File: src/common/scope_pkg.sv
`default_nettype none

package scope_pkg;

	//////////////////////////////////////////////////
	// widths
	//////////////////////////////////////////////////

	// raw ADC sample
	localparam int sample_width = 12;
	// top bits of a sample kept per frame and plotted
	localparam int trace_width = 8;
	// 1024 columns of history
	localparam int buf_addr_width = 10;
	localparam int coord_width = 10;
	localparam int num_channels = 4;

	//////////////////////////////////////////////////
	// screen geometry
	//////////////////////////////////////////////////

	// one buffer column per screen column, newest at the right edge
	localparam int screen_width = 800;
	// first plotted row, also the row offset of a0
	localparam int plot_top = 224;
	// a1 at 256, b0 at 288, b1 at 320
	localparam int channel_pitch = 32;
	// vertical grid line every 64 columns, horizontal every 32 rows
	localparam int grid_x_bits = 6;
	localparam int grid_y_bits = 5;

	//////////////////////////////////////////////////
	// colors as {red, green, blue}
	//////////////////////////////////////////////////

	localparam logic [23:0] color_a0 = 24'hFFFFFF;
	localparam logic [23:0] color_a1 = 24'hFF0000;
	localparam logic [23:0] color_b0 = 24'h00FF00;
	localparam logic [23:0] color_b1 = 24'h0000FF;
	localparam logic [23:0] color_grid = 24'h808080;
	localparam logic [23:0] color_black = 24'h000000;

	// types
	typedef logic [sample_width-1:0] sample_t;
	typedef logic [trace_width-1:0] trace_t;
	typedef logic [buf_addr_width-1:0] buf_addr_t;
	typedef logic [coord_width-1:0] coord_t;
	typedef logic [7:0] color_t;

	// a0, a1, b0, b1 from the top down, each as {max, min}
	typedef logic [2*num_channels*trace_width-1:0] trace_word_t;

endpackage

`default_nettype wire

File: src/hdl/channel_minmax.sv
`default_nettype none

module channel_minmax (
	input  logic              clk,
	input  logic              reset,
	input  logic              sample_valid,
	input  scope_pkg::sample_t sample,
	input  logic              frame_start,
	output scope_pkg::sample_t frame_min,
	output scope_pkg::sample_t frame_max
);

	import scope_pkg::*;

	// empty pair, min above max so nothing draws
	localparam sample_t empty_min = '1;
	localparam sample_t empty_max = '0;

	sample_t run_min;
	sample_t run_max;

	always_ff @(posedge clk) begin
		if (reset) begin
			run_min <= empty_min;
			run_max <= empty_max;
			frame_min <= empty_min;
			frame_max <= empty_max;
		end else if (frame_start) begin
			frame_min <= run_min;
			frame_max <= run_max;
			// new frame starts from the coinciding sample if there is one
			if (sample_valid) begin
				run_min <= sample;
				run_max <= sample;
			end else begin
				run_min <= empty_min;
				run_max <= empty_max;
			end
		end else if (sample_valid) begin
			if (sample < run_min) begin
				run_min <= sample;
			end
			if (sample > run_max) begin
				run_max <= sample;
			end
		end
	end

endmodule

`default_nettype wire

File: config.mk
export PLATFORM = sky130hd
export DESIGN_NAME = channel_minmax
export DESIGN_NICKNAME = d
export VERILOG_FILES = /design/src/common/scope_pkg.sv /design/src/hdl/channel_minmax.sv
export SDC_FILE = /design/constraint.sdc
export NUM_CORES = 1
export LEC_CHECK = 0
export BUFFER_PORTS_ARGS = -buffer_cell sky130_fd_sc_hd__buf_2
export CORE_MARGIN = 5
export CORE_UTILIZATION = 50
export DETAILED_ROUTE_END_ITERATION = 16
export PLACE_DENSITY = 0.81
export SYNTH_ARGS = -nofsm -noshare
export SYNTH_HDL_FRONTEND = slang
export SYNTH_SLANG_ARGS = --single-unit
File: constraint.sdc
create_clock -name clk -period 2 [get_ports clk]
set_input_delay 0.2 -clock clk [delete_from_list [all_inputs] [get_ports clk]]
set_output_delay 0.2 -clock clk [all_outputs]
set_load 0.05 [all_outputs]
; Yosys cells after proc, flatten, opt, wreduce, memory -nomap -nowiden
; Index checks and enable logic that the tools add are counted.
[totals]
regBits = 48
word_cells = 19
[op_classes]
order_cmp = 2
n_mux = 8
n_reduce_logical = 5
[ops]
columns = cell, count
row1 = $mux 12, 8
row2 = $gt 12x12->1, 1
row3 = $lt 12x12->1, 1
row4 = $reduce_bool 2->1, 3
row5 = $reduce_and 2->1, 2

; Logic depth before layout (Yosys ltp)
; Gate-level depths: netlist of run 1.
[logic_depth]
word_depth = 4
mapped_depth = 9

; Worst setup path before layout of run 1
; OpenSTA, ideal clock, no wires.
[synth_path]
path_type = flip-flop to flip-flop
start = register run_max[1]
end = register run_max[0]
setup_ns = 0.123
t_arrival_ns = 1.838
required_ns = 1.877
setup_slack_ns = 0.040
stages_incl_launch_ff = 10
n_path_buf = 1
period_less_slack_ns = 1.960
cell_sequence = dfxtp_1 inv_1 ha_1 nor2b_1 o211ai_1 a21oi_1 o21ai_0 o32ai_1 buf_2 a221o_2
[synth_via]
elab_chain_len = 3
[synth_lines]
columns = element, line_no
row1 = from (decl), channel_minmax.sv:20  ; sample_t run_max;
row2 = from (signal assigned), channel_minmax.sv:25  ; run_max <= empty_max;
row3 = from (signal assigned), channel_minmax.sv:34  ; run_max <= sample;
row4 = from (signal assigned), channel_minmax.sv:37  ; run_max <= empty_max;
row5 = $gt 12x12->1, channel_minmax.sv:43  ; if (sample > run_max) begin
row6 = $reduce_bool 2->1 (no source line), n/a
row7 = $reduce_and 2->1 (no source line), n/a
; No other way between the ends.
; A chain may end at the register's enable or synchronous reset.

; Final worst setup path of run 1
[layout_path]
start = register run_min[7]
end = register run_min[0]
[layout_via]
elab_chain_len = 3
[layout_lines]
columns = element, line_no
row1 = from (decl), channel_minmax.sv:19  ; sample_t run_min;
row2 = from (signal assigned), channel_minmax.sv:24  ; run_min <= empty_min;
row3 = from (signal assigned), channel_minmax.sv:33  ; run_min <= sample;
row4 = from (signal assigned), channel_minmax.sv:36  ; run_min <= empty_min;
row5 = $lt 12x12->1, channel_minmax.sv:40  ; if (sample < run_min) begin
row6 = $reduce_bool 2->1 (no source line), n/a
row7 = $reduce_and 2->1 (no source line), n/a
; No other way between the ends.

==> results of run 1 <==
[cells in the mapped netlist, drive strengths merged]
cell,number,share of area (%)
a211o,13,4.8
a211oi,3,1.2
a21boi,1,0.32
a21o,1,0.32
a21oi,8,1.7
a221o,12,5.1
a22o,11,4.1
a31oi,1,0.26
a32o,1,0.42
and2,1,0.26
and3,1,0.26
and4,1,0.37
buf,7,2.1
clkbuf,7,1.3
dfxtp,48,40
ha,23,12
inv,25,4.0
mux2i,12,5.1
nand2,6,0.95
nand2b,1,0.26
nand4,3,0.79
nor2,18,2.8
nor2b,15,4.0
o211ai,1,0.32
o21ai,3,0.63
o32a,12,5.2
o32ai,1,0.37
o41ai,1,0.69
[worst max-delay path: stages (launching register included)]
cell	delay [ns]
dfxtp_2	0.35
inv_2	0.05
ha_4	0.27
nand2_4	0.05
buf_6	0.11
o41ai_4	0.56
a21oi_4	0.17
o32a_2	0.41
[registers in the layout (all words and copies together), names as in the netlist]
signal and cells:
frame_max 12, run_max 12, frame_min 12, run_min 12
[cell type report]
class	instances	share of cell area, %
Multi-Input combinational cell	152	45.9
Sequential cell	48	31.2
Timing Repair Buffer	72	14.8
Inverter	25	3.02
Clock buffer	6	2.65
Tap cell	54	2.17
Clock inverter	2	0.322
[power by group]
group,leakage [nW],internal [W],switching (W)
combinational,1.00,0.000245,0.000336
sequential,0.394,0.00102,0.0000407
clock,0.0510,0.000276,0.000323
total,1.45,0.00154,0.000700
[cells in the final DEF (no fill, tap or decap), types with 3 or more instances in the layout]
master / instances
inv_1: 21
a221o_1: 11
nand4_1: 3
mux2i_1: 12
dfxtp_2: 7
buf_4: 31
ha_1: 18
nor2b_1: 14
dfxtp_1: 41
nand2_1: 4
nor2_1: 16
o32a_1: 10
a21oi_1: 6
buf_2: 39
a211o_1: 13
a21oi_4: 3
clkbuf_8: 6
a211oi_2: 3
a22o_1: 10
inv_2: 4
ha_4: 5
[kinds of logic after synthesis]
| kind of cell | after synthesis | share of synthesized area, % |
|---|---|---|
| buffers and inverters | 39 | 7.32 |
| DFF | 48 | 40.5 |
| adders and majority gates | 23 | 12.1 |
| muxes | 12 | 5.06 |
| and+or+nand+nor | 46 | 9.69 |
| AOI/OAI and AO/OA | 69 | 25.3 |
[per-layer routing]
layer  vias up  share of wire [%]  GRT usage [%]
met5         -                  0              0
met4         0                3.2           7.73
li1       1020                  -              -
met3        17                6.6           3.97
met1       993                 43           23.6
met2        74                 47           27.6
[metrics by stage]
stage	power (W)	setup TNS (ns)
floorplan	0.00141	0
global route	0.00235	-1.58
detailed placement	0.00157	-3.84
CTS	0.00217	-0.000274
global placement	0.00156	-2.71
finish	0.00224	-0.284
[how the worst max path moves through the flow]
stage | from | to | slack (ns) | depth (start not counted)
after floorplan | run_max[1] | run_max[0] | 0.04 | 9
after global placement | run_min[5] | run_min[1] | -0.23 | 8
after detailed placement | run_min[5] | run_min[1] | -0.31 | 8
after CTS | run_max[1] | run_max[0] | -0.0003 | 9
after global routing | run_max[1] | run_max[1] | -0.13 | 9
final | run_min[7] | run_min[0] | -0.08 | 7
[what timing repair did]
action / in CTS / in global routing
resized for setup: 6 / 38
setup buffers: 0 / 5
pin swaps: 1 / 32
cloned: 1 / 2
endpoints found under the setup margin: 24 / 24
endpoints found under the hold margin: 0 / 0
==> metrics.txt, run 1 <==
synthesis-stage register bit count=48; Final period util=104%; root buf cell=clkbuf_8; Reg clk slew, reported paths=0.09 ns; smallest hold slack=0.200 ns; Final min period=2.08 ns; Max FO, Critical Path=6; total CTS buffers=5; Place WS=-0.312 ns; n_diodes=0; CTS Hold Buffers Added=0; Worst Tran Pin Value=0.599 ns; Hold Path Depth=2; Worst Skew=0.00496 ns; reg2reg start=run_min[7]; Worst setup SP type=register; DRC=0; Core ar.=4660 um^2; Worst Slack Setup Final=-0.0766 ns; failing checks=setup timing; post-synthesis average cell area=10.0 um^2; starting density of the core=51.0%; DRT iter0 DRCs=131; dpl hpwl=3810 um; Routability Congestion=0.860; Cell Area, Synth=2370 um^2; Crit Path Class=reg -> reg; die area=6230 um^2; worst reg2reg endpoint=run_min[0]; Required @ worst endpoint=2.20 ns; clock sinks=48; Slew HR=59.9%; PortBufs=39; Syn-to-layout area delta=31.0%; r2r setup slk=-0.08 ns; Clock Tree Buf Depth=2; Leak Pwr=1.45 nW; Layout Cells excl Fill=359; Ports=40; multi-input logic area=1430 um^2; Via density=5.86; Die W=78.9 um; Seq. cell area=970 um^2; P per Cell Area=721 nW/um^2; first-pass GRT wire length=8750 um; vias in the first global route=1908; RSZ-0062 raised after global routing=true; Yosys cell types=35; Synthesized Nets=276; filler cell count in the final layout=360; H-tree levels=2; First-pass DRT Iterations=4; via count=2104; final setup fails=10; CP Data Arrival Time=2.28 ns; CP endpoint kind=register; WHS Endpoint=run_min[0]; Fmax=482 MHz; worst hold path class=in -> reg; routed wire length=6070 um; Yosys warnings=0; peak supply drop=0.362 mV; Die Ht=78.9 um; Worst-Skew Late Latency=0.30 ns; fin. max-slew vios=0; GRT Total Usage=17.7%; post-placement cell area=2770 um^2; initial antenna violation count=0; status=finished, violations left; Synth Instances=237; Seq/Total Area, Yosys=40.5%; fraction of layout instances using a drive strength above 1=37.7%; cell total after placement=343; post-route cell area=3110 um^2; final core occ=66.7%; final hold viol count=0; WL/cell=16.9 um; largest net degree at the start of global routing=27; CTS tree=built; DRT antenna net count=0; max-cap violations=0; Net count, final=343; Overflow after GRT=0; FF-to-FF path depth=7; Hold Startpoint=sample[0]; Site Rows=25
No activity file was read; power rests on OpenSTA's default activity.
==> run 2, diff against run 1 <==
Clock period 2 ns to 1.89 ns, I/O delays scaled along.
==> run 2 against run 1 <==
Largest cell class unchanged. Register-to-register slack got worse by 0.11 ns. Critical endpoint is now run_max[0]. The run still ends with setup timing left. Sequential power up 6%. Maximum frequency down 0.13%.
==> metrics.txt, run 2 (synthesis results as in run 1) <==
Overflow after GRT=0 (unchanged); First-pass DRT Iterations=4 (unchanged); routed wire length=7030 um (was 6070 um); Core ar.=4660 um^2 (unchanged); filler cell count in the final layout=330 (was 360); cell repeated most along the worst path=buf_4; DRC=0 (unchanged); final setup fails=24 (was 10); Worst-Skew Late Latency=0.30 ns (about the same); r2r setup slk=-0.19 ns (was -0.08 ns); Crit Path Class=reg -> reg (unchanged); Place WS=-0.248 ns (was -0.312 ns); Ports=40 (unchanged); Hold Path Depth=2 (unchanged); fin. max-slew vios=0 (unchanged); share of power burned in the clock network=28.6% (was 26.7%); Hold Startpoint=sample[8] (was sample[0]); Net Switching=0.000777 W (was 0.000700 W); CTS Hold Buffers Added=0 (unchanged); Worst setup SP type=register (unchanged); status=finished, violations left (unchanged); critical-path cell list=inv_1 -> ha_1 -> nand4_1 -> buf_4 -> nor2_4 -> nand2_2 -> a21boi_1 -> buf_4 -> a22o_2 -> a221o_2 (was inv_2 -> ha_4 -> nand2_4 -> buf_6 -> o41ai_4 -> a21oi_4 -> o32a_2); RSZ-0062 raised after global routing=true (unchanged); initial antenna violation count=0 (unchanged); Sequential Power Share=43.9% (was 47.4%); Site Rows=25 (unchanged); dpl hpwl=4090 um (was 3810 um); Sw Share=30.5% (was 31.2%); Pint=0.00177 W (was 0.00154 W); reg2reg start=run_max[6] (was run_min[7]); CTS tree=built (unchanged); Final period util=110% (was 104%); Via density=6.08 (was 5.86); worst hold path class=in -> reg (unchanged); Net count, final=351 (was 343); most common cell after layout, fill and taps aside=dfxtp_1 (unchanged); CP max stage delay=0.35 ns (was 0.56 ns); first-pass GRT wire length=10700 um (was 8750 um); Worst Slack Setup Final=-0.189 ns (was -0.0766 ns); PortBufs=39 (unchanged); Worst Skew=0.00551 ns (was 0.00496 ns); GRT Total Usage=22.0% (was 17.7%); Syn-to-layout area delta=36.8% (was 31.0%); root buf cell=clkbuf_8 (unchanged); worst reg2reg endpoint=run_max[0] (was run_min[0]); Worst Tran Pin Value=0.453 ns (was 0.599 ns); Die W=78.9 um (unchanged); P per Cell Area=784 nW/um^2 (was 721 nW/um^2); peak supply drop=0.419 mV (was 0.362 mV); CP endpoint kind=register (unchanged); FF-to-FF path depth=10 (was 7); final hold viol count=0 (unchanged); Required @ worst endpoint=2.09 ns (was 2.20 ns); n_diodes=0 (unchanged); DRT antenna net count=0 (unchanged); max-cap violations=0 (unchanged); largest net degree at the start of global routing=37 (was 27); WL/cell=19.2 um (was 16.9 um); combinational power share=27.5% (was 25.9%); Final min period=2.08 ns (about the same); failing checks=setup timing (unchanged); Critical Path Slowest Stage Cell=dfxtp_1 (was o41ai_4); clock sinks=48 (unchanged); Routability Congestion=0.787 (was 0.860); Reg clk slew, reported paths=0.09 ns (about the same); Die Ht=78.9 um (unchanged); fraction of layout instances using a drive strength above 1=41.5% (was 37.7%); DRT iter0 DRCs=213 (was 131); Leak Pwr=1.50 nW (was 1.45 nW); H-tree levels=2 (unchanged); Clock Tree Buf Depth=2 (unchanged); commonest non-fill, non-tap cells in the layout=dfxtp_1 (41), buf_2 (40), buf_4 (38) (was dfxtp_1 (41), buf_2 (39), buf_4 (31)); CP Data Arrival Time=2.27 ns (was 2.28 ns); Fmax=481 MHz (was 482 MHz); final core occ=69.7% (was 66.7%); via count=2230 (was 2104); Max FO, Critical Path=6 (unchanged); vias in the first global route=2198 (was 1908); WHS Endpoint=run_min[8] (was run_min[0]); Slew HR=69.8% (was 59.9%); starting density of the core=51.0% (unchanged); total CTS buffers=5 (unchanged); die area=6230 um^2 (unchanged)
-- run 2: cell types whose count changed in the layout (fill, tap and decap cells not counted), sizes merged --
cell / change
bufinv: +1
o32ai: +1
a21oi: -1
buf: +8
clkinv: -1
-- run 2: through the flow --
| stage | power (W) | std cells | area [um^2] | setup TNS [ns] | hold WS, ns |
|---|---|---|---|---|---|
| CTS | 0.00248 | 364 | 3110 | -0.149 | 0.177 |
| global placement | 0.00167 | 350 | 2830 | -2.91 | 0.467 |
| global route | 0.00266 | 367 | 3250 | -5.04 | 0.210 |
| finish | 0.00255 | 367 | 3250 | -2.94 | 0.218 |
| floorplan | 0.00150 | 237 | 2390 | -0.0205 | 0.317 |
| detailed placement | 0.00170 | 350 | 2830 | -4.65 | 0.481 |
-- run 2: timing repair --
item / 4_1_cts / 5_1_grt
buffers inserted: 4 / 2
gates resized for setup: 22 / 28
pin swaps: 22 / 30
setup endpoints to repair: 24 / 24
cloned: 2 / 1
-- run 2: routing by layer --
layer	wire length [um]	track usage [%]
met2	3530	39.4
met3	420	4.99
met4	321	10.1
met1	2760	24.7
met5	0	0
-- run 2: how the worst max path moves through the flow --
stage / slack (ns) / end / depth (start not counted) / from
after detailed placement: -0.25 / run_max[1] / 8 / run_max[1]
after floorplan: -0.02 / run_max[0] / 9 / run_max[1]
after global routing: -0.31 / run_max[7] / 10 / run_max[6]
after global placement: -0.18 / run_max[0] / 8 / run_max[1]
final: -0.19 / run_max[0] / 10 / run_max[6]
after CTS: -0.02 / run_min[0] / 9 / run_min[9]
-- run 2: power by group through the flow --
stage	clock network, W	logic (W)	registers [W]
finish	0.000727	0.000702	0.00112
global route	0.000782	0.000748	0.00113
CTS	0.000735	0.000628	0.00111
detailed placement	0	0.000561	0.00114
global placement	0	0.000539	0.00113
floorplan	0	0.000260	0.00124
-- run 2: cell type report --
cell class	count	area, um^2	share of cell area (%)
clock buffer	6	72.6	2.23
clock inverter	2	35.0	1.08
inverter	25	93.8	2.89
multi-input combinational	152	1500	46.2
sequential	48	970	29.9
tap	54	67.6	2.08
timing repair buffer	80	508	15.6
-- run 2: critical path, delay by kind of cell, from the launching register on --
kind	cells	cell delay [ns]
adder cells (fa/ha/maj)	1	0.31
flip-flops	1	0.35
buffers and inverters	3	0.40
AND/OR/NAND/NOR	3	0.32
AO/OA/AOI/OAI	3	0.59
