File: config.mk
export PLATFORM = sky130hd
export DESIGN_NAME = scope_frame_ctrl
export DESIGN_NICKNAME = d
export VERILOG_FILES = /design/src/common/scope_pkg.sv /design/src/hdl/scope_frame_ctrl.sv
export SDC_FILE = /design/constraint.sdc
export NUM_CORES = 1
export LEC_CHECK = 0
export BUFFER_PORTS_ARGS = -buffer_cell sky130_fd_sc_hd__buf_2
export CORE_ASPECT_RATIO = 0.8
export CORE_MARGIN = 1
export CORE_UTILIZATION = 51
export CTS_CLUSTER_SIZE = 16
export DETAILED_ROUTE_END_ITERATION = 12
export PLACE_DENSITY = 0.75
export SYNTH_ARGS = -nofsm -noshare
export SYNTH_HDL_FRONTEND = slang
export SYNTH_SLANG_ARGS = --single-unit
File: constraint.sdc
create_clock -name clk -period 1.97 [get_ports clk]
set_input_delay 0.197 -clock clk [delete_from_list [all_inputs] [get_ports clk]]
set_output_delay 0.197 -clock clk [all_outputs]
set_load 0.02 [all_outputs]
File: src/common/scope_pkg.sv
`default_nettype none

package scope_pkg;

	//////////////////////////////////////////////////
	// widths
	//////////////////////////////////////////////////

	// raw ADC sample
	localparam int sample_width = 12;
	// top bits of a sample kept per frame and plotted
	localparam int trace_width = 8;
	// 1024 columns of history
	localparam int buf_addr_width = 10;
	localparam int coord_width = 10;
	localparam int num_channels = 4;

	//////////////////////////////////////////////////
	// screen geometry
	//////////////////////////////////////////////////

	// one buffer column per screen column, newest at the right edge
	localparam int screen_width = 800;
	// first plotted row, also the row offset of a0
	localparam int plot_top = 224;
	// a1 at 256, b0 at 288, b1 at 320
	localparam int channel_pitch = 32;
	// vertical grid line every 64 columns, horizontal every 32 rows
	localparam int grid_x_bits = 6;
	localparam int grid_y_bits = 5;

	//////////////////////////////////////////////////
	// colors as {red, green, blue}
	//////////////////////////////////////////////////

	localparam logic [23:0] color_a0 = 24'hFFFFFF;
	localparam logic [23:0] color_a1 = 24'hFF0000;
	localparam logic [23:0] color_b0 = 24'h00FF00;
	localparam logic [23:0] color_b1 = 24'h0000FF;
	localparam logic [23:0] color_grid = 24'h808080;
	localparam logic [23:0] color_black = 24'h000000;

	// types
	typedef logic [sample_width-1:0] sample_t;
	typedef logic [trace_width-1:0] trace_t;
	typedef logic [buf_addr_width-1:0] buf_addr_t;
	typedef logic [coord_width-1:0] coord_t;
	typedef logic [7:0] color_t;

	// a0, a1, b0, b1 from the top down, each as {max, min}
	typedef logic [2*num_channels*trace_width-1:0] trace_word_t;

endpackage

`default_nettype wire

File: src/hdl/scope_frame_ctrl.sv
`default_nettype none

module scope_frame_ctrl (
	input  logic               clk,
	input  logic               reset,
	input  logic               blank,
	input  logic               vsync,
	output logic               frame_start,
	output logic               wr_en,
	output scope_pkg::buf_addr_t wr_addr,
	output scope_pkg::buf_addr_t rd_addr,
	output scope_pkg::coord_t  view_x,
	output scope_pkg::coord_t  view_y
);

	import scope_pkg::*;

	logic vsync_d1;
	logic blank_d1;
	logic vsync_rise;
	logic vsync_fall;
	logic blank_rise;
	coord_t xcnt;
	coord_t ycnt;
	coord_t view_x_d1;
	coord_t view_y_d1;

	assign vsync_rise = vsync && !vsync_d1;
	assign vsync_fall = !vsync && vsync_d1;
	assign blank_rise = blank && !blank_d1;

	//////////////////////////////////////////////////
	// frame strobes and write pointer
	//////////////////////////////////////////////////

	always_ff @(posedge clk) begin
		if (reset) begin
			vsync_d1 <= 1'b0;
			frame_start <= 1'b0;
			wr_en <= 1'b0;
			// first frame lands in column 800
			wr_addr <= buf_addr_t'(screen_width - 1);
		end else begin
			vsync_d1 <= vsync;
			// min/max hand-over at the start of vsync
			frame_start <= vsync_rise;
			// buffer write at the end of vsync when the held pairs are stable
			wr_en <= vsync_fall;
			if (vsync_fall) begin
				wr_addr <= wr_addr + 1'b1;
			end
		end
	end

	//////////////////////////////////////////////////
	// raster counters and scrolled read address
	//////////////////////////////////////////////////

	always_ff @(posedge clk) begin
		if (reset) begin
			blank_d1 <= 1'b1;
			xcnt <= '0;
			ycnt <= '0;
			rd_addr <= '0;
		end else begin
			blank_d1 <= blank;
			xcnt <= blank ? coord_t'(0) : xcnt + 1'b1;
			if (vsync) begin
				ycnt <= '0;
			end else if (blank_rise) begin
				ycnt <= ycnt + 1'b1;
			end
			// column 799 maps to the newest write
			rd_addr <= wr_addr - buf_addr_t'(screen_width - 1) + buf_addr_t'(xcnt);
		end
	end

	// two stages to match rd_addr register plus memory read
	always_ff @(posedge clk) begin
		if (reset) begin
			view_x_d1 <= '0;
			view_y_d1 <= '0;
			view_x <= '0;
			view_y <= '0;
		end else begin
			view_x_d1 <= xcnt;
			view_y_d1 <= ycnt;
			view_x <= view_x_d1;
			view_y <= view_y_d1;
		end
	end

endmodule

`default_nettype wire

## After elaboration in Yosys (flattened, before gate mapping)

Index checks and enable logic that the tools add are counted.

| word-level totals | value |
|---|---|
| flip-flop bits (word level) | 84 |
| memory bits (writable) | 0 |
| logic and storage cells | 25 |
| ROM bits | 0 |
| memories | 0 |
| bits in latches | 0 |

| cells by class | value |
|---|---|
| bitwise operators | 0 |
| eq/ne operators | 0 |
| magnitude comparators | 0 |
| reduce and logical (&&, ||, !) cells | 8 |
| divide/modulo/power cells | 0 |
| $mul | 0 |
| multiplexer cells | 0 |
| shift operators | 0 |
| add/subtract/negate cells | 5 |

Operators by type and width:

| cell | count |
|---|---|
| $add 10x1->10 const B | 3 |
| $add 10x10->10 | 1 |
| $sub 10x10->10 const B | 1 |
| $reduce_or 2->1 | 2 |
| $logic_and 1x1->1 | 3 |
| $logic_not 1->1 | 3 |

## Logic depth before layout (Yosys ltp)

Gate-level depths: netlist of the first run.

| logic depth | value |
|---|---|
| word-level depth | 2 |
| gate-level depth with buffers | 10 |
| depth with buffers taken out | 10 |

## Worst setup path before layout of the first run

Ideal clock, no wire load.

| timing | value |
|---|---|
| path type | register to register |
| start point | register wr_addr[1] |
| end point | register rd_addr[9] |
| period minus slack after synthesis | 2.218 ns |
| path slack | -0.248 ns |
| setup time | 0.121 ns |
| required time | 1.849 ns |
| arrival | 2.097 ns |
| stages on the path, launching flop included | 9 |
| path buffers | 0 |
| cells stage by stage | dfxtp_1 ha_1 ha_1 inv_1 fa_1 nor2b_4 o31a_1 o31ai_1 mux2_2 |

| between the ends | value |
|---|---|
| cells in the longest elaborated chain, start to end | 2 |

Ends and longest elaborated chain:

| what | line | RTL |
|---|---|---|
| start, declared | scope_frame_ctrl.sv:10 | `output scope_pkg::buf_addr_t wr_addr,` |
| start signal, assigned | scope_frame_ctrl.sv:42 | `wr_addr <= buf_addr_t'(screen_width - 1);` |
| start signal, assigned | scope_frame_ctrl.sv:50 | `wr_addr <= wr_addr + 1'b1;` |
| $sub 10x10->10 | scope_frame_ctrl.sv:74 | `rd_addr <= wr_addr - buf_addr_t'(screen_width - 1) + buf_addr_t'(xcnt);` |
| $add 10x10->10 | scope_frame_ctrl.sv:74 |  |
| end signal, assigned | scope_frame_ctrl.sv:74 |  |
| end, declared | scope_frame_ctrl.sv:11 | `output scope_pkg::buf_addr_t rd_addr,` |

Every way passes these cells.
A chain may end at the register's enable or synchronous reset.

## Worst setup path after layout of the first run

| timing | value |
|---|---|
| start point | register xcnt[1] |
| end point | register rd_addr[9] |

| between the ends | value |
|---|---|
| cells in the longest elaborated chain, start to end | 1 |

Ends and longest elaborated chain:

| what | line | RTL |
|---|---|---|
| start, declared | scope_frame_ctrl.sv:23 | `coord_t xcnt;` |
| start signal, assigned | scope_frame_ctrl.sv:67 | `xcnt <= blank ? coord_t'(0) : xcnt + 1'b1;` |
| $add 10x10->10 | scope_frame_ctrl.sv:74 |  |

Every way passes these cells.

==> summary.md, run 1 <==
| Metric | Value |
|---|---|
| Outcome | finished with violations |
| Failing checks | setup timing |
| Synthesis Warnings | 0 |
| Final setup TNS | -0.0773 ns |
| Placed instance area | 3820 um^2 |
| Worst hold path class | input port to flip-flop |
| Post-DRT Antenna Nets | 0 |
| Post-Syn Instances | 323 |
| Commonest non-fill, non-tap cell in the layout | dfxtp_1 |
| Syn-to-layout area delta | 30.1% |
| Met3 WL | 261 um |
| Final instance area | 4210 um^2 |
| Reg clk slew, reported paths | 0.09 ns |
| DR top layer | met4 |
| Layout cell share with drive strength beyond 1 | 35.1% |
| Total power | roughly 3400 uW |
| DP HPWL | roughly 4300 um |
| Max Clk Rate | 0.490 GHz |
| PD cells | 807 nW/um^2 |
| # hold bufs at CTS | 0 |
| Share of the synthesized area in the top cell type | approximately half |
| Crit Path Class | flip-flop to flip-flop |
| DRC | 0 |
| Static Leak | approximately 0.0018 uW |
| FF-to-FF path depth | 8 |
| Clock Latency Late Sink | 0.36 ns |
| Initial DRC count | 126 |
| Number of H-tree levels | 3 |
| WHS | 0.138 ns |
| Critical Path Stages | 8 |
| Root cell of the clock tree | clkbuf_8 |
| Worst Hold Path EP | vsync_d1$_SDFF_PP0_ |
| CP endpoint kind | flip-flop |
| CTS Buf Count | 9 |
| Max VDD drop | 570 uV |
| Synth async-reset ratio | 0% |
| Core Area | 6010 um^2 |
| Worst slew margin | between 50% and 60% |
| Total congestion overflow | 0 |
| Worst Tran Pin Value | 0.629 ns |
| DR WL/cell | 13.4 um |
| Clock Skews | approximately 0.0061 ns |
| Post-synth top flop | dfxtp_1 |
| Routability Congestion | 0.839 |
| Die Area | around 6700 um^2 |
| Synthesized area per cell | between 10 and 15 um^2 |
| DR WL met2 | 2940 um |
| P_sw | 910 uW |
| Synthesized cell area | 3240 um^2 |
| Fin crit period | 2.04 ns |
| RR Startpoint | xcnt[1]$_SDFF_PP0_ |
| # rows | 25 |
| Worst endpoint required time | between 2 and 2.5 ns |
| Crit path max-delay family | adder cells |
| Clock tree buffer depth | 2 |
| IO Pins | 46 |
| Largest net degree at the start of global routing | 38 |
| Buf/Inv on CP | 1 |
| Vias in the first global route | between 2k and 2.5k |
| DIE HEIGHT | 73.3 um |
| Port-buffer cells | 45 |
| Final hold vios | 0 |
| Routed wire length | around 6500 um |
| Arrival @ worst endpoint | 2.29 ns |
| Diodes inserted | 0 |
| Hold path depth | 2 |
| Ordered list of cells on the worst path | ha_4 -> ha_4 -> inv_2 -> fa_2 -> nor2b_4 -> o31a_1 -> o31ai_4 -> mux2_2 |
| Max cap viols | 0 |
| M1 wire length | 3220 um |
| PnR worst setup slack | -0.0708 ns |
| # setup viols final | 2 |
| Initial core utilization | a little over half |
| Reg power frac | 51.8% |
| Crit-path max cell delay | approximately 0.35 ns |
| Initial antenna violation count | 0 |
| Cell mode on critical path | ha_4 |
| Clk pwr share | approximately 36% |
| Sequential fraction of the synthesis area | approximately half |
| DR vias | 2433 |
| RSZ-0062 raised after global routing | yes |
| Syn Nets | between 300 and 400 |
| FF-to-FF setup slack | -0.07 ns |
| Largest area contributor in the netlist | dfxtp_1 |
| FF-to-FF End | rd_addr[9]$_SDFF_PP0_ |
| Post-synth EDFFs | 0 |
| Final worst path period share | 104% |
| Hold Path Origin | vsync |
| Combinational Power Share | 12.4% |
| Die Wd | 91.1 um |
| Startpoint types | flip-flop |
| Switching Fraction | 26.8% |
| Fin nets | 427 |
| First-pass GRT wire length | 10300 um |
| Synth top area cells | dfxtp_1 52%, ha_1 7.7%, nor2b_1 7.7% |
| Int Power | between 2000 and 2500 uW |
| Slew Viols, Final | 0 |
| #FFs+latches synth | 84 |
| Commonest non-fill, non-tap cells in the layout | 71 x dfxtp_1, 45 x buf_2, 40 x nor2b_1 |
| Synth cell types | 45 |
| Worst Path Max Fanout | 4 |
| Total global-route track usage | 20.4% |
| Pre-antenna DRT Iters | 4 |
| TritonCTS clock tree | built |
| Clock sink count | 84 |
| Highest-delay cell along the critical path | dfxtp_2 |
| Mean number of vias per cell | 4.99 |
-- layer usage --
layer / up-vias / track usage [%]
met5: - / 0
met2: 56 / 31.5
met4: 0 / 9.52
li1: 1225 / -
met1: 1141 / 27.0
met3: 11 / 5.59
-- what timing repair did --
action	in CTS	in global routing
endpoints found under the hold margin	0	0
pin swaps	5	5
resized for setup	6	25
endpoints found under the setup margin	3	4
buffers inserted	2	1
-- power groups by stage --
stage | Combinational (uW) | Sequential, uW | Clock, uW
floorplan | 175 | 1850 | 0
global placement | 342 | 1800 | 0
detailed placement | 349 | 1800 | 0
CTS | 379 | 1760 | 1250
global route | 453 | 1770 | 1310
finish | 421 | 1760 | 1220
-- synth_stat cells, types with 3 or more instances --
cell type  count
dfxtp_1       84
nor2b_1       40
nor2_1        38
inv_1         22
ha_1          20
xnor2_1       15
nand3_1        9
xor2_1         9
clkbuf_1       8
nor3_1         8
o21ai_0        7
nand4_1        6
nand2_1        5
nand2b_1       4
o21bai_1       4
a211oi_1       3
a21oi_1        3
and3_1         3
nor3b_1        3
-- flip-flops by register name (all words and copies together), names as in the netlist --
register,count
rd_addr,10
view_x,10
view_x_d1,10
view_y,10
view_y_d1,10
wr_addr,10
xcnt,10
ycnt,10
blank_d1,1
frame_start,1
vsync_d1,1
wr_en,1
-- worst max path at each step --
stage / slack (ns) / to / startpoint
2_1_floorplan: -0.08 / rd_addr[9]$_SDFF_PP0_ / wr_addr[1]$_SDFFE_PP1P_
3_3_place_gp: -0.12 / rd_addr[9]$_SDFF_PP0_ / xcnt[1]$_SDFF_PP0_
3_5_place_dp: -0.16 / rd_addr[9]$_SDFF_PP0_ / xcnt[0]$_SDFF_PP0_
4_1_cts: -0.05 / rd_addr[9]$_SDFF_PP0_ / xcnt[1]$_SDFF_PP0_
5_1_grt: -0.12 / rd_addr[9]$_SDFF_PP0_ / xcnt[1]$_SDFF_PP0_
6_report: -0.07 / rd_addr[9]$_SDFF_PP0_ / xcnt[1]$_SDFF_PP0_
-- kinds of logic after synthesis --
family | count (synthesis) | share of synthesized area [%]
compound gates | 25 | 5.22
xor+xnor | 24 | 6.49
fa+ha+maj | 21 | 8.35
buf+inv | 31 | 3.59
flops | 84 | 52.0
mux | 3 | 1.00
simple gates | 135 | 23.4
-- metrics by stage --
step | std cells | setup WS (ns) | utilization [%]
global route | 488 | -0.123 | 70.1
detailed placement | 469 | -0.163 | 63.6
finish | 488 | -0.0708 | 70.1
global placement | 469 | -0.120 | 63.6
CTS | 487 | -0.0497 | 67.7
floorplan | 323 | -0.0849 | -
-- area by class of cell --
class	instances	area [um^2]
clock inverters	6	52.6
multi-input cells	208	1660
well taps	81	101
flip-flops and latches	84	1710
fillers	476	1790
inverters	22	82.6
clock buffers	10	149
repair buffers	77	465
No activity file was read; power rests on OpenSTA's default activity.
==> inputs of run 2 (changes only) <==
--- a/config.mk
+++ b/config.mk
@@ -5,13 +5,16 @@
 export SDC_FILE = /design/constraint.sdc
 export NUM_CORES = 1
 export LEC_CHECK = 0
+export ABC_AREA = 1
 export BUFFER_PORTS_ARGS = -buffer_cell sky130_fd_sc_hd__buf_2
+export CELL_PAD_IN_SITES_DETAIL_PLACEMENT = 1
+export CELL_PAD_IN_SITES_GLOBAL_PLACEMENT = 1
 export CORE_ASPECT_RATIO = 0.8
 export CORE_MARGIN = 1
-export CORE_UTILIZATION = 51
+export CORE_UTILIZATION = 37
 export CTS_CLUSTER_SIZE = 16
 export DETAILED_ROUTE_END_ITERATION = 12
-export PLACE_DENSITY = 0.75
+export PLACE_DENSITY_LB_ADDON = 0.1
 export SYNTH_ARGS = -nofsm -noshare
 export SYNTH_HDL_FRONTEND = slang
 export SYNTH_SLANG_ARGS = --single-unit
==> run 2 against run 1 <==
Compared with the run above: critical endpoint is now rd_addr[8]$_SDFF_PP0_; largest power group unchanged; core utilization fell by 22 points; sequential share of layout area rose by 0.47 points; clock skew barely moved; via count rose by 15%; worst setup slack improved by 0.22 ns; global-route usage fell by 1.4 points; power rose by 13%; the run now ends clean; hold slack got worse by 0.017 ns; critical path depth rose by 2; clock-buffer cell count fell by 1; sequential power barely moved; combinational power fell by 20%; critical path type unchanged.
==> summary.md, run 2 <==
| Metric | Value |
|---|---|
| Outcome | complete, no violations |
| CTS Buf Count | 9 (unchanged) |
| Core Area | 8630 um^2 (+44%) |
| Initial core utilization | 39.0% (-15 points) |
| Placed cells | 592 (+26%) |
| Syn Nets | 456 (+31%) |
| Worst endpoint required time | 2.21 ns (about the same) |
| DR vias | 2802 (+15%) |
| Routed wire length | 7780 um (+19%) |
| Ordered list of cells on the worst path | inv_1 -> ha_1 -> inv_1 -> ha_1 -> nand2_1 -> inv_1 -> a21oi_1 -> nand3_1 -> nand2_1 -> nor2_1 |
| Finished Layout Cells | 609 (+25%) |
| Number of H-tree levels | 3 (unchanged) |
| Initial antenna violation count | 0 (unchanged) |
| Startpoint types | flip-flop |
| DRC | 0 (unchanged) |
| Most frequent cell after synthesis | dfxtp_1 |
| Synth async-reset ratio | 0% (unchanged) |
| Fin nets | 517 (+21%) |
| Final core utilization | 47.7% (-22 points) |
| CP endpoint kind | flip-flop |
| Highest-delay cell along the critical path | ha_1 |
| Post-Syn Instances | 431 (+33%) |
| Mean number of vias per cell | 4.60 (-7.7%) |
| Post-synth EDFFs | 0 (unchanged) |
| Clock sink count | 84 (unchanged) |
| Clock Skews | 0.00648 ns (+0.000390 ns) |
| Worst Tran Pin Value | 0.408 ns (-0.221 ns) |
| WHS | 0.121 ns (-0.0174 ns) |
| Diodes inserted | 0 (unchanged) |
| Port-buffer cells | 45 (unchanged) |
| # setup viols final | 0 (-2) |
| Final hold vios | 0 (unchanged) |
| Total congestion overflow | 0 (unchanged) |
| Post-DRT Antenna Nets | 0 (unchanged) |
| DP HPWL | 5960 um (+40%) |
| Fin crit period | 1.82 ns (-0.218 ns) |
| Crit path max-delay family | adder cells |
| Crit Path Class | flip-flop to flip-flop |
| Slew Viols, Final | 0 (unchanged) |
| Max cap viols | 0 (unchanged) |
| Synthesized cell area | 3360 um^2 (+3.9%) |
| Arrival @ worst endpoint | 2.06 ns (-0.23 ns) |
| Clock Latency Late Sink | 0.34 ns (-0.02 ns) |
| Total global-route track usage | 19.1% (-1.4 points) |
| First-pass GRT wire length | 13600 um (+31%) |
| Synth top area cells | dfxtp_1 50%, inv_1 8.7%, nor2_1 8.6% |
| Worst slew margin | 72.8% (+15 points) |
| Synth cell types | 28 (-38%) |
| Flip-flop and latch area | 1690 um^2 (-1.1%) |
| Max Clk Rate | 0.549 GHz (+12%) |
| Crit-path max cell delay | 0.37 ns (+0.02 ns) |
| Reg clk slew, reported paths | 0.07 ns (-0.02 ns) |
| Commonest cells post-synth | 84 x dfxtp_1, 78 x inv_1, 77 x nor2_1 |
| #FFs+latches synth | 84 (unchanged) |
| Pre-antenna DRT Iters | 4 (unchanged) |
| Sequential fraction of the synthesis area | 50.0% (-2.0 points) |
| Synthesis Warnings | 0 (unchanged) |
| DR WL/cell | 12.8 um (-4.7%) |
| Final setup TNS | 0 ns (+0.0773 ns) |
| DIE HEIGHT | 87.3 um (+19%) |
| # rows | 30 (+20%) |
| Multi-input logic area | 1360 um^2 (-18%) |
| Clock tree buffer depth | 2 (unchanged) |
| Commonest non-fill, non-tap cells in the layout | 80 x dfxtp_1, 77 x nor2_1, 76 x inv_1 |
| Share of the synthesized area in the top cell type | 50.0% (-2.0 points) |
| Largest area contributor in the netlist | dfxtp_1 |
| TritonCTS clock tree | built |
| Root cell of the clock tree | clkbuf_16 |
| Fillers | 1079 (+130%) |
| Vias in the first global route | 2828 (+26%) |
| Die Wd | 109 um (+19%) |
| Worst Path Max Fanout | 5 (+1) |
| Syn-to-layout area delta | 22.4% |
| PD cells | 932 nW/um^2 (+15%) |
| Commonest non-fill, non-tap cell in the layout | dfxtp_1 |
| Routability Congestion | 0.814 (-2.9%) |
| Buf/Inv on CP | 3 (+2) |
| Max VDD drop | 621 uV (+9.0%) |
| Placed instance area | 3790 um^2 (-0.85%) |
| Die Area | 9480 um^2 (+42%) |
| Post-synth top flop | dfxtp_1 |
| Synthesized area per cell | 7.80 um^2 (-22%) |
| Cell mode on critical path | inv_1 |
| Largest net degree at the start of global routing | 42 (+11%) |
| Layout cell share with drive strength beyond 1 | 19.7% (-15 points) |
| Static Leak | 0.00191 uW (+7.9%) |
| Final instance area | 4120 um^2 (-2.2%) |
| Initial DRC count | 57 (-55%) |
| Worst hold path class | input port to flip-flop |
| Final worst path period share | 92.5% (-11 points) |
| IO Pins | 46 (unchanged) |
## run 2: cell families after synthesis
family          after synthesis  synth area share, %
simple gates                192                 24.7
buf+inv                      90                 10.1
compound gates               41                 6.36
flops                        84                 50.0
xor+xnor                      3                0.781
fa+ha+maj                    21                 8.04
## run 2: final cells by class
| type | count | share of cell area (%) |
|---|---|---|
| Clock buffer | 9 | 5.47 |
| Clock inverter | 7 | 1.94 |
| Inverter | 82 | 7.47 |
| Multi-Input combinational cell | 257 | 32.9 |
| Sequential cell | 84 | 41.0 |
| Tap cell | 112 | 3.40 |
| Timing Repair Buffer | 58 | 7.84 |
## run 2: worst min-delay path, delay by kind of cell
| family | cells | cell delay, ns |
|---|---|---|
| buf+inv | 2 | 0.16 |
| simple gates | 1 | 0.07 |
## run 2: power breakdown
part           internal [uW]  leakage, uW  switching [uW]
Sequential              1740     0.000682            18.9
Clock                   1000     0.000143             739
Combinational            117      0.00109             220
Total                   2860      0.00191             977
## run 2: metal layers
metal	track usage, %	vias up	routed length (um)
met3	5.16	7	280
met5	0	-	0
met4	7.37	0	85
li1	-	1452	-
met2	28.5	40	3280
met1	26.1	1303	4130
## run 2: timing repair
action / 4_1_cts / 5_1_grt
endpoints found under the setup margin: 0 / 3
hold buffers: 0 / 0
gates resized for setup: 0 / 11
setup buffers: 0 / 1
## run 2: per-stage QoR
stage / power (uW) / worst slack (ns)
2_1_floorplan: 2020 / 0.0344
3_3_place_gp: 2120 / 0.148
3_5_place_dp: 2130 / 0.0612
4_1_cts: 3890 / 0.0542
5_1_grt: 4020 / -0.00738
6_report: 3840 / 0.147
## run 2: path summary, 6_finish.rpt
check / cells past startpoint / end / startpoint / slack (ns)
max reg2reg: 10 / rd_addr[8]$_SDFF_PP0_ / wr_addr[6]$_SDFFE_PP0P_ / 0.15
max: 10 / rd_addr[8]$_SDFF_PP0_ / wr_addr[6]$_SDFFE_PP0P_ / 0.15
min reg2reg: 2 / view_x[5]$_SDFF_PP0_ / view_x_d1[5]$_SDFF_PP0_ / 0.41
min: 3 / vsync_d1$_SDFF_PP0_ / vsync / 0.12
