## src/common/scope_pkg.sv

```systemverilog
`default_nettype none

package scope_pkg;

	//////////////////////////////////////////////////
	// widths
	//////////////////////////////////////////////////

	// raw ADC sample
	localparam int sample_width = 12;
	// top bits of a sample kept per frame and plotted
	localparam int trace_width = 8;
	// 1024 columns of history
	localparam int buf_addr_width = 10;
	localparam int coord_width = 10;
	localparam int num_channels = 4;

	//////////////////////////////////////////////////
	// screen geometry
	//////////////////////////////////////////////////

	// one buffer column per screen column, newest at the right edge
	localparam int screen_width = 800;
	// first plotted row, also the row offset of a0
	localparam int plot_top = 224;
	// a1 at 256, b0 at 288, b1 at 320
	localparam int channel_pitch = 32;
	// vertical grid line every 64 columns, horizontal every 32 rows
	localparam int grid_x_bits = 6;
	localparam int grid_y_bits = 5;

	//////////////////////////////////////////////////
	// colors as {red, green, blue}
	//////////////////////////////////////////////////

	localparam logic [23:0] color_a0 = 24'hFFFFFF;
	localparam logic [23:0] color_a1 = 24'hFF0000;
	localparam logic [23:0] color_b0 = 24'h00FF00;
	localparam logic [23:0] color_b1 = 24'h0000FF;
	localparam logic [23:0] color_grid = 24'h808080;
	localparam logic [23:0] color_black = 24'h000000;

	// types
	typedef logic [sample_width-1:0] sample_t;
	typedef logic [trace_width-1:0] trace_t;
	typedef logic [buf_addr_width-1:0] buf_addr_t;
	typedef logic [coord_width-1:0] coord_t;
	typedef logic [7:0] color_t;

	// a0, a1, b0, b1 from the top down, each as {max, min}
	typedef logic [2*num_channels*trace_width-1:0] trace_word_t;

endpackage

`default_nettype wire

```

## src/hdl/trace_renderer.sv

```systemverilog
`default_nettype none

module trace_renderer (
	input  logic                   clk,
	input  logic                   reset,
	input  scope_pkg::coord_t      view_x,
	input  scope_pkg::coord_t      view_y,
	input  scope_pkg::trace_word_t column,
	output scope_pkg::color_t      red,
	output scope_pkg::color_t      green,
	output scope_pkg::color_t      blue
);

	import scope_pkg::*;

	logic in_plot;
	logic grid_hit;
	logic [num_channels-1:0] band_hit;
	logic [23:0] pixel;

	assign in_plot = view_y >= coord_t'(plot_top);

	assign grid_hit = (&view_x[grid_x_bits-1:0]) || (view_y[grid_y_bits-1:0] == '0);

	//////////////////////////////////////////////////
	// band test per channel
	//////////////////////////////////////////////////

	for (genvar n = 0; n < num_channels; n++) begin : g_band
		// channel 0 sits in the top bytes of the column word
		localparam int slot = num_channels - 1 - n;

		trace_t lvl_max;
		trace_t lvl_min;
		coord_t rel_y;

		assign lvl_max = column[trace_width*(2*slot+1) +: trace_width];
		assign lvl_min = column[trace_width*(2*slot) +: trace_width];

		// rows above the band wrap to large values and miss
		assign rel_y = view_y - coord_t'(plot_top + n * channel_pitch);

		assign band_hit[n] = (coord_t'(lvl_min) <= rel_y) && (rel_y <= coord_t'(lvl_max));
	end

	//////////////////////////////////////////////////
	// color priority
	//////////////////////////////////////////////////

	always_comb begin
		if (!in_plot) begin
			pixel = color_black;
		end else if (band_hit[0]) begin
			pixel = color_a0;
		end else if (band_hit[1]) begin
			pixel = color_a1;
		end else if (band_hit[2]) begin
			pixel = color_b0;
		end else if (band_hit[3]) begin
			pixel = color_b1;
		end else if (grid_hit) begin
			pixel = color_grid;
		end else begin
			pixel = color_black;
		end
	end

	always_ff @(posedge clk) begin
		if (reset) begin
			red <= '0;
			green <= '0;
			blue <= '0;
		end else begin
			red <= pixel[23:16];
			green <= pixel[15:8];
			blue <= pixel[7:0];
		end
	end

endmodule

`default_nettype wire

```

## config.mk

```make
export PLATFORM = sky130hd
export DESIGN_NAME = trace_renderer
export DESIGN_NICKNAME = d
export VERILOG_FILES = /design/src/common/scope_pkg.sv /design/src/hdl/trace_renderer.sv
export SDC_FILE = /design/constraint.sdc
export NUM_CORES = 1
export LEC_CHECK = 0
export BUFFER_PORTS_ARGS = -buffer_cell sky130_fd_sc_hd__buf_2
export CELL_PAD_IN_SITES_DETAIL_PLACEMENT = 0
export CELL_PAD_IN_SITES_GLOBAL_PLACEMENT = 1
export CORE_MARGIN = 5
export CORE_UTILIZATION = 30
export CTS_CLUSTER_DIAMETER = 200
export DETAILED_ROUTE_END_ITERATION = 8
export GPL_TIMING_DRIVEN = 1
export HOLD_SLACK_MARGIN = 0.15
export PLACE_DENSITY = 0.89
export SLEW_MARGIN = 20
export SYNTH_ARGS = -nofsm -noshare
export SYNTH_HDL_FRONTEND = slang
export SYNTH_SLANG_ARGS = --single-unit
```

## constraint.sdc

```tcl
create_clock -name clk -period 2.1 [get_ports clk]
set_input_delay 0.105 -clock clk [delete_from_list [all_inputs] [get_ports clk]]
set_output_delay 0.105 -clock clk [all_outputs]
set_load 0.01 [all_outputs]
```

* Word-level counts from Yosys, hierarchy flattened
Index checks and enable logic that the tools add are counted.
** Cells by class
- $add $sub $neg :: 4
- Bitwise gates (word level) :: 1
- Order comparisons :: 9
- Reductions and logical operators :: 8
- Muxes and demuxes :: 5
** Operators with widths (count)
- two-way mux 24 bit :: 5
- less-or-equal comparator 10 x 8 -> 1 bit :: 4
- less-or-equal comparator 8 x 10 -> 1 bit :: 4
- subtractor 10 x 9 -> 10 bit (second input constant) :: 3
- greater-or-equal comparator 10 x 8 -> 1 bit (second input constant) :: 1
- subtractor 10 x 8 -> 10 bit (second input constant) :: 1
- AND reduction 6 bit :: 1
- zero test 5 bit :: 1
- logical AND 1 bit :: 4
- OR reduction 2 bit :: 1
- logical OR 1 bit :: 1
- inverter 1 bit :: 1
** Storage, ports and cells
- Register bits :: 24
- Input port bits :: 86
- Output and inout port bits :: 24

* Longest topological paths before layout
Gate-level depths: netlist of run 1.
- Depth after elaboration :: 7
- Mapped depth :: 11
- Gate-level depth less buffers :: 11

* Worst setup path after synthesis of run 1
Ideal clock, no wire load.
- Kind :: input to register
- From :: input view_y[5]
- To :: register green[6]
- Setup time :: 0.070 ns
- Stages :: 11
- Data required time :: 2.030 ns
- Slack :: 0.064 ns
- Arrival :: 1.966 ns
- Cells stage by stage :: inv_1 ha_1 xor2_1 inv_1 ha_1 a211o_1 a21oi_2 a31oi_1 a211o_1 nand2b_1 a21oi_1
** Between the ends
- Longest elaborated chain between the ends :: 7
- Elaborated cells on any way between the ends :: 23
- Those cells by class :: add/sub (4); order compare (9); mux (4); bitwise (1); reduce/logical (5)
** RTL lines
- start: declaration :: RTL line trace_renderer.sv:7 : input scope_pkg::coord_t view_y,
- subtractor 10 x 9 -> 10 bit :: RTL line trace_renderer.sv:41 : assign rel_y = view_y - coord_t'(plot_top + n * channel_pitch);
- less-or-equal comparator 8 x 10 -> 1 bit or less-or-equal comparator 10 x 8 -> 1 bit (tied branches) :: RTL line trace_renderer.sv:43 : assign band_hit[n] = (coord_t'(lvl_min) <= rel_y) && (rel_y <= coord_t'(lvl_max));
- logical AND 1 bit :: RTL line trace_renderer.sv:43
- two-way mux 24 bit :: RTL line trace_renderer.sv:59 : end else if (band_hit[3]) begin
- two-way mux 24 bit :: RTL line trace_renderer.sv:57 : end else if (band_hit[2]) begin
- two-way mux 24 bit :: RTL line trace_renderer.sv:55 : end else if (band_hit[1]) begin
- two-way mux 24 bit :: RTL line trace_renderer.sv:53 : end else if (band_hit[0]) begin
- end signal: assignment :: RTL line trace_renderer.sv:75 : green <= pixel[15:8];
- end: declaration :: RTL line trace_renderer.sv:10 : output scope_pkg::color_t green,
Parallel ways exist; a longest one is shown, timed or not.
A chain may end at the register's enable or synchronous reset.

* Worst setup path after layout of run 1
- From :: input view_y[5]
- To :: register blue[6]
** Between the ends
- Longest elaborated chain between the ends :: 7
- Elaborated cells on any way between the ends :: 23
- Those cells by class :: add/sub (4); order compare (9); mux (4); bitwise (1); reduce/logical (5)
** RTL lines
- subtractor 10 x 9 -> 10 bit :: RTL line trace_renderer.sv:41
- less-or-equal comparator 8 x 10 -> 1 bit or less-or-equal comparator 10 x 8 -> 1 bit (tied branches) :: RTL line trace_renderer.sv:43
- logical AND 1 bit :: RTL line trace_renderer.sv:43
- two-way mux 24 bit :: RTL line trace_renderer.sv:59
- two-way mux 24 bit :: RTL line trace_renderer.sv:57
- two-way mux 24 bit :: RTL line trace_renderer.sv:55
- two-way mux 24 bit :: RTL line trace_renderer.sv:53
- end signal: assignment :: RTL line trace_renderer.sv:76 : blue <= pixel[7:0];
- end: declaration :: RTL line trace_renderer.sv:11 : output scope_pkg::color_t blue
Parallel ways exist; a longest one is shown, timed or not.

==> results of run 1 <==
==> repair_timing <==
item                                   4_1_cts  5_1_grt
setup endpoints to repair                    0        6
setup buffers                                0        1
endpoints found under the hold margin        0        0
gates resized for setup                      0       18
==> registers in the layout, indices dropped and copies added (netlist names) <==
name / flops
red: 2
green: 2
blue: 2
==> power groups by stage <==
stage	clock network, µW	logic [µW]	registers [µW]
global placement	0	582	134
finish	173	637	132
detailed placement	0	601	135
floorplan	0	383	140
CTS	176	605	133
global route	183	718	135
==> worst max-delay path: cells and delay by family <==
kind / cells / cell delay, ns
and+or+nand+nor: 2 / 0.41
AOI/OAI and AO/OA: 3 / 0.35
buffers and inverters: 4 / 0.60
adders and majority gates: 2 / 0.46
xor gates and xnor gates: 1 / 0.15
==> worst paths after layout <==
kind | startpoint | to | cells past startpoint | slack, ns
worst min-delay path | reset | red[7] | 3 | 0.30
worst max-delay path | view_y[5] | blue[6] | 12 | 0.16
==> logic make-up (layout without fill, tap and decap cells) <==
logic type,count (synthesis),count (layout),share of synthesized area (%)
compound gates,71,71,23.3
xor+xnor,3,3,1.19
fa+ha+maj,69,69,39.1
buf+inv,72,178,15.7
flops,6,6,5.45
mux,1,1,0.454
simple gates,51,51,14.8
==> Yosys cell counts, drive strengths merged, types with 2 or more instances <==
| cell | n |
|---|---|
| o211ai | 2 |
| a21oi | 17 |
| nor2b | 6 |
| a211oi | 4 |
| inv | 53 |
| a31oi | 2 |
| ha | 69 |
| o21a | 6 |
| a21o | 7 |
| nand4 | 13 |
| o221ai | 2 |
| and4 | 4 |
| o31ai | 3 |
| o21ai | 7 |
| nor2 | 5 |
| nand2b | 3 |
| a211o | 5 |
| o211a | 2 |
| xor2 | 2 |
| nand2 | 6 |
| nand3 | 8 |
| o22ai | 5 |
| o2bb2ai | 2 |
| dfxtp | 6 |
| buf | 19 |
==> metrics by stage <==
step           util (%)  setup slack, ns  hold WS (ns)
6_report           41.3            0.157         0.304
4_1_cts            39.8           0.0278         0.282
2_1_floorplan         -           0.0636         0.373
3_3_place_gp       39.2           -0.113         0.511
3_5_place_dp       39.2           -0.203         0.510
5_1_grt            41.3         -0.00843         0.342
==> cell type report <==
class,count,area share [%]
repair buffers,122,22.0
clock buffers,3,1.39
inverters,53,6.68
well taps,99,4.16
flip-flops and latches,6,4.03
multi-input cells,195,61.7
==> metal layers <==
metal / track usage (%) / routed length, µm / vias up
met5: 0 / 0 / -
met4: 2.61 / 51 / 0
met3: 1.56 / 456 / 6
met2: 25.4 / 3210 / 75
met1: 19.2 / 3020 / 1009
li1: - / - / 1187
==> results.toml, run 1 <==
[status]
outcome = "completed"

[sta]
period_minus_slack_ns = 1.94
tns_ns = 0
timing.final.crit_share_pct = 92.5
setup-violations-final = 0
maxSlewHeadroom_pct = 76.0
finalHoldViolCount = 0
worstMarginPinSlew_ns = 0.357
drv_slew = 0
fmax_mhz = 515

[final_layout]
drive_gt1_share_pct = 40.4
fillers = 747
fin_cells = 478
seqCellArea_um2 = 120
final_common_cell = "buf_2"
area_growth_pct = 35.0
final_cell_mix = "buf_2, ha_1, inv_1"
nNetsFinal = 536
num_antenna_cells = 0
final_cell_area_um2 = 2980
multi_input_area_um2 = 1840

[pwr]
p_seq_share_pct = 14.0
switching_power_uw = 385
swShare_pct = 40.9
p_leak_uw = 0.00170
power.clock.fraction_pct = 18.4
vdd_ir_drop_max_mv = 0.116
combPwrFrac_pct = 67.6
p_int_uw = 557
p_total_uw = 942
powerDensity_nw_per_um2 = 316

[logic_synthesis]
yosysSeqAreaShare_pct = 5.45
yosys_warnings = 0
synth-seq-cells = 6
synth_top_flop_cell = "dfxtp_1"
synth-edff-count = 0
synth.avg_cell_area_um2 = 8.08
syn_nets = 428
synth_top_area_share_pct = 39.1
synthCells = 273
netlist_area_um2 = 2210
synth_area_leader_cell = "ha_1"
synth.distinct_cells = 48
async_reset_ff_share_pct = 0
ys_top_cells_by_area = "ha_1, inv_1, buf_4, dfxtp_1, nand4_1"

[clock_tree]
cts_hold_buf = 0
cts_inserted_buffers = 3
clkSlewWorstSetupHoldPaths_ns = 0.03
cts_tree = "done"
cts.sink_count = 6
clk_path_buf_depth = 2
root_buffer = "clkbuf_8"
htreeDepth = 1

[placement]
numPortBuffers = 105
dp_cells = 474
hpwl_um = 6060
place_area_um2 = 2830
place_congestion = 0.840

[worst_setup_path]
crit_top_cell = "buf_4"
cp_max_fo = 4
start_kind = "input pin"
critPathMaxStageDelay_ns = 0.34
arrival_ns = 2.07
cpMaxStageDelayCell = "nor4_4"
required_ns = 2.23
endpoint_kind = "flip-flop"
worst-setup-path-type = "input pin to flip-flop"
path_cells = "clkbuf_4, ha_4, xor2_2, buf_4, ha_1, buf_4, a21oi_1, a21oi_2, nor4_4, buf_4, nand2b_1, o31ai_1"

[worst_hold_path]
holdCritPathClass = "input pin to flip-flop"

[grt]
grt_max_degree = 8
grt_pass1_vias = 2271
grt_pass1_wl_um = 10600
grtUsageTotal_pct = 14.5
overflow = 0
grt_antenna_before_repair = 0

[die]
floorplan.die.width_um = 95.8
die_h_um = 95.8
rows = 31
io_pins = 110
start_util_pct = 30.6
dieArea_um2 = 9170
core_area_um2 = 7210

[route]
ant_nets = 0
routedWlPerCell_um = 14.1
via_per_inst = 4.76
first_iter_violations = 119
route.vias.total = 2277
wl_um = 6740
drt_pass1_iterations = 4
detail_route.drc_violations = 0

[flow_run]
maxCapViolCount = 0
(Power assumes the default switching activity.)
==> run 2, diff against run 1 <==
- ABC_AREA: unset -> 1
- CORE_UTILIZATION: 30 -> 29
- PLACE_DENSITY: 0.89 -> 0.88
==> results.toml, run 2 <==
[sta]
setup-violations-final = 0
finalHoldViolCount = 0
worstMarginPinSlew_ns = 0.301
fin_ws_ns = 0.255
rsz0062_at_grt = "false"
timing.final.crit_share_pct = 87.9
maxSlewHeadroom_pct = 79.8
period_minus_slack_ns = 1.85
whs_ns = 0.316
tns_ns = 0
fmax_mhz = 542
drv_slew = 0

[route]
wl_met3_um = 445
drt-met1-wl_um = 2910
via_per_inst = 4.45
drt_pass1_iterations = 4
first_iter_violations = 80
route.vias.total = 2468
top_layer_used = "met4"
detail_route.drc_violations = 0
dr_wl_met2_um = 3180
routedWlPerCell_um = 11.9
ant_nets = 0
wl_um = 6590

[clock_tree]
cts_hold_buf = 0
cts_resized = 0
clk_path_buf_depth = 2
cts_inserted_buffers = 3
cts_tree = "done"
post_cts_buffers = 0
clkSlewWorstSetupHoldPaths_ns = 0.04
cts.sink_count = 6
htreeDepth = 1
root_buffer = "clkbuf_8"

[logic_synthesis]
yosysSeqAreaShare_pct = 5.07
syn_nets = 509
ys_top_cells_by_area = "ha_1, nand2_1, inv_1, buf_4, dfxtp_1"
async_reset_ff_share_pct = 0
synth.distinct_cells = 35
synthCells = 354
synth_area_leader_cell = "ha_1"
netlist_area_um2 = 2370
synth_top_flop_cell = "dfxtp_1"
yosys_warnings = 0
synth_top_area_share_pct = 36.4
synth.avg_cell_area_um2 = 6.70
synth-edff-count = 0
synth-seq-cells = 6
synth_commonest_cells = "ha_1, nand2_1, inv_1, nand3_1, a21oi_1"

[die]
core_area_um2 = 8090
rows = 33
start_util_pct = 29.3
die_h_um = 100
floorplan.die.width_um = 100
io_pins = 110
dieArea_um2 = 10100

[grt]
grt_max_degree = 11
grt_pass1_wl_um = 10600
grt_pass1_vias = 2395
grt_antenna_before_repair = 0
grtUsageTotal_pct = 13.0
overflow = 0

[worst_hold_path]
hold_path_end = "green[7]"
holdCritPathClass = "input pin to flip-flop"
min_path_cells = 5
min_from = "view_x[1]"

[worst_setup_path]
cp_max_fo = 5
path_cells = "buf_2, ha_1, nand2_2, inv_1, nor2_1, inv_1, ha_1, nand2_1, nor3_1, nand3_2, nand2_1, nand2_2, a21oi_2, nand2_1"
start_kind = "input pin"
crit_top_cell = "nand2_1"
required_ns = 2.21
critPathMaxStageDelay_ns = 0.29
worst-setup-path-type = "input pin to flip-flop"
arrival_ns = 1.96
endpoint_kind = "flip-flop"
cpMaxStageDelayCell = "ha_1"

[final_layout]
final_common_cell = "buf_2"
num_antenna_cells = 0
postLayoutCoreUtil_pct = 36.7
nNetsFinal = 606
reg_top3 = "blue (2), green (2), red (2)"
final_cell_mix = "buf_2, nand2_1, ha_1"
drive_gt1_share_pct = 31.8
fin_cells = 554
area_growth_pct = 25.2

[pwr]
vdd_ir_drop_max_mv = 0.113
p_leak_uw = 0.00189
powerDensity_nw_per_um2 = 295

[placement]
hpwl_um = 6120
numPortBuffers = 105
dp_cells = 551
preCtsSetupSlack_ns = -0.000936
place_congestion = 0.876

[flow_run]
maxCapViolCount = 0

[status]
outcome = "completed"
## run 2: how the worst max path moves through the flow
stage | from | endpoint | slack (ns) | cells past startpoint
floorplan | view_y[5] | red[7] | 0.42 | 13
global placement | view_y[5] | red[7] | 0.08 | 14
detailed placement | view_y[5] | red[7] | -0.0009 | 14
CTS | view_y[5] | red[7] | 0.23 | 14
global route | view_y[5] | red[7] | 0.006 | 14
finish | view_y[5] | red[7] | 0.25 | 14
## run 2: through the flow
step | total power (µW) | cell area [µm²]
global placement | 696 | 2930
floorplan | 526 | 2370
global route | 983 | 2970
finish | 876 | 2970
detailed placement | 715 | 2930
CTS | 891 | 2970
## run 2: cell families after synthesis
| kind of cell | after synthesis | synth area share (%) |
|---|---|---|
| AOI/OAI and AO/OA | 41 | 10.4 |
| xor gates and xnor gates | 3 | 1.43 |
| adders and majority gates | 69 | 36.4 |
| buffers and inverters | 89 | 17.4 |
| DFF | 6 | 5.07 |
| and+or+nand+nor | 146 | 29.3 |
## run 2: layout make-up
class,instances,area [µm²]
Fill cell,927,5120
Multi-Input combinational cell,259,1840
Tap cell,105,131
Sequential cell,6,120
Clock buffer,3,41.3
Timing Repair Buffer,111,571
Inverter,70,265
## run 2: worst max-delay path: cells and delay by family
kind	cells	cell delay (ns)
buffers and inverters	3	0.27
AOI/OAI and AO/OA	1	0.15
adders and majority gates	2	0.52
and+or+nand+nor	8	0.90
## run 2: report_power, final
part / total (µW) / internal [µW] / switching, µW
combinational: 572 / 249 / 323
clock: 170 / 123 / 47.0
sequential: 134 / 126 / 7.88
## run 2: routing by layer
metal | GRT usage (%) | vias up
met2 | 22.8 | 65
met3 | 1.95 | 6
li1 | - | 1321
met4 | 2.80 | 0
met1 | 16.6 | 1076
met5 | 0 | -
==> run 3, diff against run 2 <==
- CORE_UTILIZATION: 29 -> 35
- PLACE_DENSITY: 0.88 -> 0.95
- SLEW_MARGIN: 20 -> unset
- clock period: 2.1 -> 2.2 ns (I/O delays scaled with it)
==> results.toml, run 3 (synthesis gave the netlist of run 2 again) <==
[final_layout]
multi_input_area_um2 = 1840
reg_top3 = "blue (2), green (2), red (2)"
fin_cells = 527
area_growth_pct = 23.2
num_antenna_cells = 0
final_cell_mix = "buf_2, nand2_1, ha_1"
final_common_cell = "buf_2"
drive_gt1_share_pct = 31.5
fillers = 726
seqCellArea_um2 = 120
nNetsFinal = 604

[flow_run]
maxCapViolCount = 0

[die]
die_h_um = 92.3
core_area_um2 = 6680
rows = 30
floorplan.die.width_um = 92.3
start_util_pct = 35.5
dieArea_um2 = 8520
io_pins = 110

[worst_hold_path]
holdCritPathClass = "input pin to flip-flop"

[sta]
maxSlewHeadroom_pct = 77.9
rsz0062_at_grt = "false"
setup-violations-final = 0
fmax_mhz = 536
drv_slew = 0
finalHoldViolCount = 0
tns_ns = 0
worstMarginPinSlew_ns = 0.328
period_minus_slack_ns = 1.86
timing.final.crit_share_pct = 84.7

[placement]
numPortBuffers = 105
hpwl_um = 5720
place_congestion = 0.844
dp_cells = 524

[worst_setup_path]
worst-setup-path-type = "input pin to flip-flop"
required_ns = 2.31
cp_max_fo = 5
arrival_ns = 1.97
start_kind = "input pin"
endpoint_kind = "flip-flop"

[route]
routedWlPerCell_um = 11.7
first_iter_violations = 63
route.vias.total = 2414
drt_pass1_iterations = 4
via_per_inst = 4.58
ant_nets = 0
wl_um = 6190
detail_route.drc_violations = 0

[pwr]
p_leak_uw = 0.00188
powerDensity_nw_per_um2 = 282
vdd_ir_drop_max_mv = 0.165

[clock_tree]
cts_tree = "done"
cts_hold_buf = 0
cts_resized = 0
post_cts_buffers = 0
clkSlewWorstSetupHoldPaths_ns = 0.03
root_buffer = "clkbuf_8"
htreeDepth = 1
clk_path_buf_depth = 2
cts.sink_count = 6
cts_inserted_buffers = 3

[status]
outcome = "completed"

[grt]
grt_antenna_before_repair = 0
grtUsageTotal_pct = 14.3
grt_max_degree = 11
grt_pass1_vias = 2368
overflow = 0
grt_pass1_wl_um = 10100
[run 3: cell types whose count changed in the layout (fill, tap and decap cells not counted)]
| cell | delta |
|---|---|
| buf_4 | -2 |
[run 3: worst paths after layout]
check / slack (ns) / cells after the start / from / endpoint
worst max-delay path: 0.34 / 14 / view_y[5] / red[7]
worst min-delay path: 0.32 / 6 / reset / blue[7]
[run 3: worst max-delay path, stage by stage]
cell and delay [ns]:
buf_2 0.15, ha_1 0.23, nand2_2 0.08, inv_1 0.04, nor2_1 0.16, inv_1 0.07
ha_1 0.29, nand2_1 0.07, nor3_1 0.30, nand3_2 0.10, nand2_1 0.08, nand2_2 0.06
a21oi_2 0.15, nand2_1 0.06
[run 3: area by class of cell]
class | instances | area share [%]
sequential | 6 | 4.11
inverter | 70 | 9.08
timing repair buffer | 109 | 19.0
clock buffer | 3 | 1.41
tap | 80 | 3.43
multi-input combinational | 259 | 63.0
[run 3: where the power goes]
| group | switching, µW | total (µW) | internal [µW] |
|---|---|---|---|
| sequential | 6.98 | 127 | 120 |
| combinational | 303 | 537 | 233 |
| clock | 42.5 | 160 | 117 |
| total | 353 | 823 | 470 |
[run 3: per-layer routing]
layer | up-vias | global-route usage [%] | share of wire [%]
met4 | 0 | 1.86 | 0.71
met3 | 4 | 2.03 | 5.9
met2 | 63 | 25.7 | 47
met5 | - | 0 | 0
li1 | 1327 | - | -
met1 | 1020 | 18.4 | 47
[run 3: through the flow]
step | power (µW) | cell area (µm²) | hold slack, ns | setup WS (ns) | utilization [%]
4_1_cts | 836 | 2920 | 0.318 | 0.308 | 43.7
6_report | 823 | 2920 | 0.318 | 0.336 | 43.7
3_3_place_gp | 655 | 2880 | 0.511 | 0.143 | 43.1
2_1_floorplan | 502 | 2370 | 0.414 | 0.514 | -
5_1_grt | 922 | 2920 | 0.360 | 0.0896 | 43.7
3_5_place_dp | 671 | 2880 | 0.513 | 0.0932 | 43.1
